### src/recon_pkg.sv
//----------------------------------------------------------
// Shared widths and fixed-point constants
// Pixel and coefficient block types
// Quantizer register map and reset defaults
//----------------------------------------------------------
package recon_pkg;

    localparam int BLK_PIX  = 16;
    localparam int PIX_W    = 8;
    localparam int COEF_W   = 16;
    localparam int CFG_W    = 32;
    localparam int Q_W      = 16;
    localparam int QP_W     = 20;
    localparam int QFIX     = 17;
    localparam int PIPE_LAT = 3;

    // Raster order, index 0 at top left
    typedef logic [BLK_PIX-1:0][PIX_W-1:0] pix_blk_t;

    // Index 0 holds the DC coefficient
    typedef logic signed [BLK_PIX-1:0][COEF_W-1:0] coef_blk_t;

    //----------------------------------------------------------
    // Quantizer register map
    //----------------------------------------------------------
    typedef enum logic [2:0] {
        Q_DC,
        Q_AC,
        IQ_DC,
        IQ_AC,
        BIAS_DC,
        BIAS_AC,
        ZTHR_DC,
        ZTHR_AC
    } quant_reg_e;

    // Unity quantizer at reset
    localparam logic [Q_W-1:0]  Q_RESET    = 16'd1;
    localparam logic [QP_W-1:0] IQ_RESET   = 20'd131072;
    localparam logic [QP_W-1:0] BIAS_RESET = 20'd0;
    localparam logic [QP_W-1:0] ZTHR_RESET = 20'd0;

endpackage

### src/quant_regs.sv
//----------------------------------------------------------
// Quantizer settings register bank
// Separate DC and AC sets, written one word at a time
//----------------------------------------------------------
`timescale 1ns/1ps

module quant_regs import recon_pkg::*; (
    input  logic             clk,
    input  logic             rst_n,
    input  logic             cfg_we,
    input  quant_reg_e       cfg_addr,
    input  logic [CFG_W-1:0] cfg_wdata,
    output logic [Q_W-1:0]   q_dc,
    output logic [Q_W-1:0]   q_ac,
    output logic [QP_W-1:0]  iq_dc,
    output logic [QP_W-1:0]  iq_ac,
    output logic [QP_W-1:0]  bias_dc,
    output logic [QP_W-1:0]  bias_ac,
    output logic [QP_W-1:0]  zthr_dc,
    output logic [QP_W-1:0]  zthr_ac
);

    always_ff @(posedge clk or negedge rst_n) begin
        if (!rst_n) begin
            q_dc    <= Q_RESET;
            q_ac    <= Q_RESET;
            iq_dc   <= IQ_RESET;
            iq_ac   <= IQ_RESET;
            bias_dc <= BIAS_RESET;
            bias_ac <= BIAS_RESET;
            zthr_dc <= ZTHR_RESET;
            zthr_ac <= ZTHR_RESET;
        end else if (cfg_we) begin
            // Upper data bits are ignored
            case (cfg_addr)
                Q_DC:    q_dc    <= cfg_wdata[Q_W-1:0];
                Q_AC:    q_ac    <= cfg_wdata[Q_W-1:0];
                IQ_DC:   iq_dc   <= cfg_wdata[QP_W-1:0];
                IQ_AC:   iq_ac   <= cfg_wdata[QP_W-1:0];
                BIAS_DC: bias_dc <= cfg_wdata[QP_W-1:0];
                BIAS_AC: bias_ac <= cfg_wdata[QP_W-1:0];
                ZTHR_DC: zthr_dc <= cfg_wdata[QP_W-1:0];
                ZTHR_AC: zthr_ac <= cfg_wdata[QP_W-1:0];
            endcase
        end
    end

endmodule

### config.mk
export PLATFORM = sky130hd
export DESIGN_NAME = quant_regs
export DESIGN_NICKNAME = d
export VERILOG_FILES = /design/src/recon_pkg.sv /design/src/quant_regs.sv
export SDC_FILE = /design/constraint.sdc
export NUM_CORES = 1
export LEC_CHECK = 0
export BUFFER_PORTS_ARGS = -buffer_cell sky130_fd_sc_hd__buf_2
export CAP_MARGIN = 20
export CORE_UTILIZATION = 40
export DETAILED_ROUTE_END_ITERATION = 7
export PLACE_DENSITY = 0.62
export SYNTH_ARGS = -nofsm -noshare
export SYNTH_HDL_FRONTEND = slang
export SYNTH_SLANG_ARGS = --single-unit
### constraint.sdc
create_clock -name clk -period 0.9 [get_ports clk]
set_input_delay 0.045 -clock clk [delete_from_list [all_inputs] [get_ports clk]]
set_output_delay 0.045 -clock clk [all_outputs]
set_load 0.005 [all_outputs]
[Word level (Yosys, flattened, before mapping)]
Cells that the tools add are included.
W data, S select, Z words.
Word-level totals
  register bits: 152
  bits in latches: 0
  RAM bits: 0
  ROM bits: 0
  input port bits: 38
  output and inout bits: 152
  logic and storage cells: 24
  memories: 0
Cells by class
  add/subtract/negate cells: 0
  $mul: 0
  div/mod/pow operators: 0
  order comparisons: 0
  eq/ne operators: 7
  shifts and indexed selects: 0
  muxes and demuxes: 0
  bitwise gates (word level): 0
  reductions and logical operators: 9
Operators by type and width (number)
  $reduce_and A2 Y1: 8
  $eq A3 B3 Y1 const B: 4
  $eq A3 B2 Y1 const B: 2
  $eq A3 B1 Y1 const B: 1
  $logic_not A3 Y1: 1

[Logic depth before layout (Yosys ltp)]
  depth in word-level cells: 2
  depth in mapped cells: 4
  depth with buffers taken out: 2

[Worst setup path before layout]
OpenSTA, ideal clock, no wires.
  path type: input port to flip-flop
  start point: in cfg_addr[0]
  end point: reg q_dc[10]
  library setup time: 0.125 ns
  arrival: 1.005 ns
  data required time: 0.775 ns
  setup slack: -0.230 ns
  cell stages on the path: 3
  buffers on the path: 1
  cell sequence: nor4b_4 -> buf_6 -> mux2_2
On the way
  longest elaborated chain between the ends: 2
RTL lines
  start: declaration: line quant_regs.sv:11  | input quant_reg_e cfg_addr,
  $logic_not A3 Y1: line quant_regs.sv:35  | case (cfg_addr)
  $reduce_and A2 Y1 (no source line)
  end signal: assignment: line quant_regs.sv:36  | Q_DC: q_dc <= cfg_wdata[Q_W-1:0];
  end: declaration: line quant_regs.sv:13  | output logic [Q_W-1:0] q_dc,
No other way between the ends.
A chain may end at the register's enable or synchronous reset.

[Worst setup path after layout]
  start point: reg q_ac[0]
  end point: out q_ac[0]
RTL lines
  start: declaration: line quant_regs.sv:14  | output logic [Q_W-1:0] q_ac,
  start signal: assignment: line quant_regs.sv:37  | Q_AC: q_ac <= cfg_wdata[Q_W-1:0];
No word-level cell between the ends.

==> metrics <==
outcome=finished, violations left; failing checks=setup timing; Setup CP Type=reg -> out; global-route congestion overflow total=0; antenna violations before repair=0; DR WL/cell=around 18 µm; Slowest-stage cell, CP=dfstp_2; Setup crit start kind=flop; Syn Nets=roughly 370; cell count after placement=approximately 690; Max-Slew Margin vs Limit=between 80 and 90%; Sinks on Clock Net=152; Synth Instances=around 330; fin. max-slew vios=0; CTS tree=yes; P&R area growth vs syn=49.0%; Synth Cell Area=around 5700 µm²; CTS Buf Count=17; Max-cap violations=0; crit path DAT=~1100 ps; min Tclk post-route=1110 ps; Port Buf Inserts=between 150 and 200; routability cong.=slightly below 0.8; Iter 0 DRT Violations=113; CP top delay family=flip-flops; Final Power=~21 mW; Tcrit/Tclk final=123%; io pins=190; placed wire-length estimate=slightly below 10000 µm; # rows=43; Hold Vio Cnt, Final=0; crit path from=q_ac[0]; Critical Path Stages=1; crit-path max FO=2; fin util=between 60% and 70%; Buf+Inv Stages, Crit Path=1; P per Cell Area=about 2500 nW/µm²; GRT Util Overall=roughly a fifth; initial core utilization=41.1%; slowest stage delay, CP=between 500 and 600 ps; worst clock skew=0 ps; largest net degree at the start of global routing=38; fmax=904 MHz; Final Setup Violations=155; CTS H-Tree Depth=4; Seq cells post-synth=about 150; RSZ-0062 raised after global routing=yes; Nets=about 640; final setup margin=-206 ps; Root Driver=clkbuf_16; Hold WS=approximately 1.3 ps; Mapped Avg Cell Area=around 17 µm²; first-pass GRT wire length=approximately 23000 µm; fillers=1093; CTS clk-pin slew, worst paths=about 60 ps; routed wire length=roughly 15000 µm; Vias=roughly 3800; Worst EP required=about 850 ps; synth unique cells=11; peak supply drop=between 1000 and 1500 µV; die area=between 10000 and 15000 µm²; TritonRoute pass-1 iters=4; ant diodes=0; reg-to-reg slack, setup=0 ps; Hold Crit Class=in -> reg; DIE HEIGHT=between 100 and 150 µm; Register-to-Register Path Depth=2; leakage=between 4 and 5 nW; core footprint=between 10000 and 15000 µm²; antenna-violating nets left=0; warnings from Yosys=0; Longest Clk Path Bufs=2; clock latency on the worst-skew pair=420 ps; DRC violations left=0; layout cells sized above 1=slightly above 70%; register area share after synthesis=approximately two thirds; Crit. End Element=output port; Final Instance Count excl. Fillers=~800; CP Capture Point=q_ac[0]; die width=between 100 and 150 µm; Vias per Instance=4.78; Crit Reg-Reg Startpoint=bias_dc[9]; crit path cell chain=buf_6; Reg-to-Reg End=bias_dc[9]; Slew @ Worst Pin=about 250 ps; number of global-route vias before repair=3983
[Yosys cell counts]
library cell | instances | area share (%)
mux2_2 | 152 | 30
dfrtp_1 | 148 | 65
buf_2 | 12 | 1.1
dfstp_2 | 4 | 1.8
nand4b_1 | 3 | 0.46
and4bb_2 | 2 | 0.44
buf_6 | 2 | 0.39
buf_4 | 1 | 0.13
nand4_1 | 1 | 0.11
nor4b_4 | 1 | 0.42
nor4bb_1 | 1 | 0.18
[per-layer routing]
metal  part of all wire, %  GRT usage (%)  vias to the layer above
met5                     0              0                        -
met3                   7.6           7.47                       12
li1                      -              -                     1732
met1                    45           27.1                     1934
met4                   1.0           7.41                        0
met2                    47           31.9                      139
[cells by family (layout without fill, tap and decap cells)]
family | after synthesis | in the layout | share of synthesized area (%)
buffers and inverters | 15 | 306 | 1.58
flip-flops | 152 | 152 | 66.8
multiplexers | 152 | 152 | 30.0
AND/OR/NAND/NOR | 8 | 8 | 1.60
[registers in the layout (all words and copies together), names as in the netlist]
| signal | cells |
|---|---|
| iq_ac | 20 |
| bias_dc | 20 |
| q_ac | 16 |
| iq_dc | 20 |
| zthr_ac | 20 |
| bias_ac | 20 |
| zthr_dc | 20 |
| q_dc | 16 |
[worst min path at each step]
stage,depth (start not counted),slack (ps),startpoint,to
CTS,2,1,cfg_wdata[15],iq_dc[15]
global route,2,8,cfg_wdata[15],iq_dc[15]
floorplan,0,-250,rst_n,bias_ac[0]
detailed placement,1,-80,rst_n,q_ac[13]
finish,2,1,cfg_wdata[15],iq_dc[15]
global placement,1,-80,rst_n,q_ac[13]
[layout make-up]
cell class / count / area (µm²) / share of cell area [%]
clock buffer: 25 / 515 / 6.07
multi-input combinational: 160 / 2040 / 24.0
timing repair buffer: 274 / 1820 / 21.4
clock inverter: 7 / 90.1 / 1.06
sequential: 152 / 3810 / 44.8
tap: 180 / 225 / 2.65
[timing repair]
item                                   4_1_cts  5_1_grt
setup buffers                               43       12
cloned                                       0        0
hold buffers                                20        0
setup endpoints to repair                  152      167
gates resized for setup                      2       16
endpoints found under the hold margin      282        0
[per-stage QoR]
stage          cell area [µm²]  setup TNS, ps  setup WS (ps)
3_5_place_dp              7200         -44440           -362
2_1_floorplan             5950          -6620           -230
3_3_place_gp              7200         -39970           -310
5_1_grt                   8490         -16890           -243
6_report                  8490         -10640           -206
4_1_cts                   8340         -13610           -226
[report_power, final]
group,switching [mW],internal [mW]
Clock,2.63,4.51
Sequential,0.837,8.38
Combinational,1.75,3.32
[cells in the final DEF, fill, tap and decap left out, types with 2 or more instances in the layout]
cell type,n
buf_4,57
bufinv_16,2
dlygate4sd3_1,20
dfrtp_1,148
and4bb_2,2
buf_2,174
mux2_2,94
dfstp_2,4
clkinvlp_4,2
clkbuf_1,2
buf_6,16
buf_12,7
clkinv_2,3
clkbuf_16,17
mux2_4,58
clkbuf_8,6
nand4b_1,3
No activity file was read; power rests on OpenSTA's default activity.
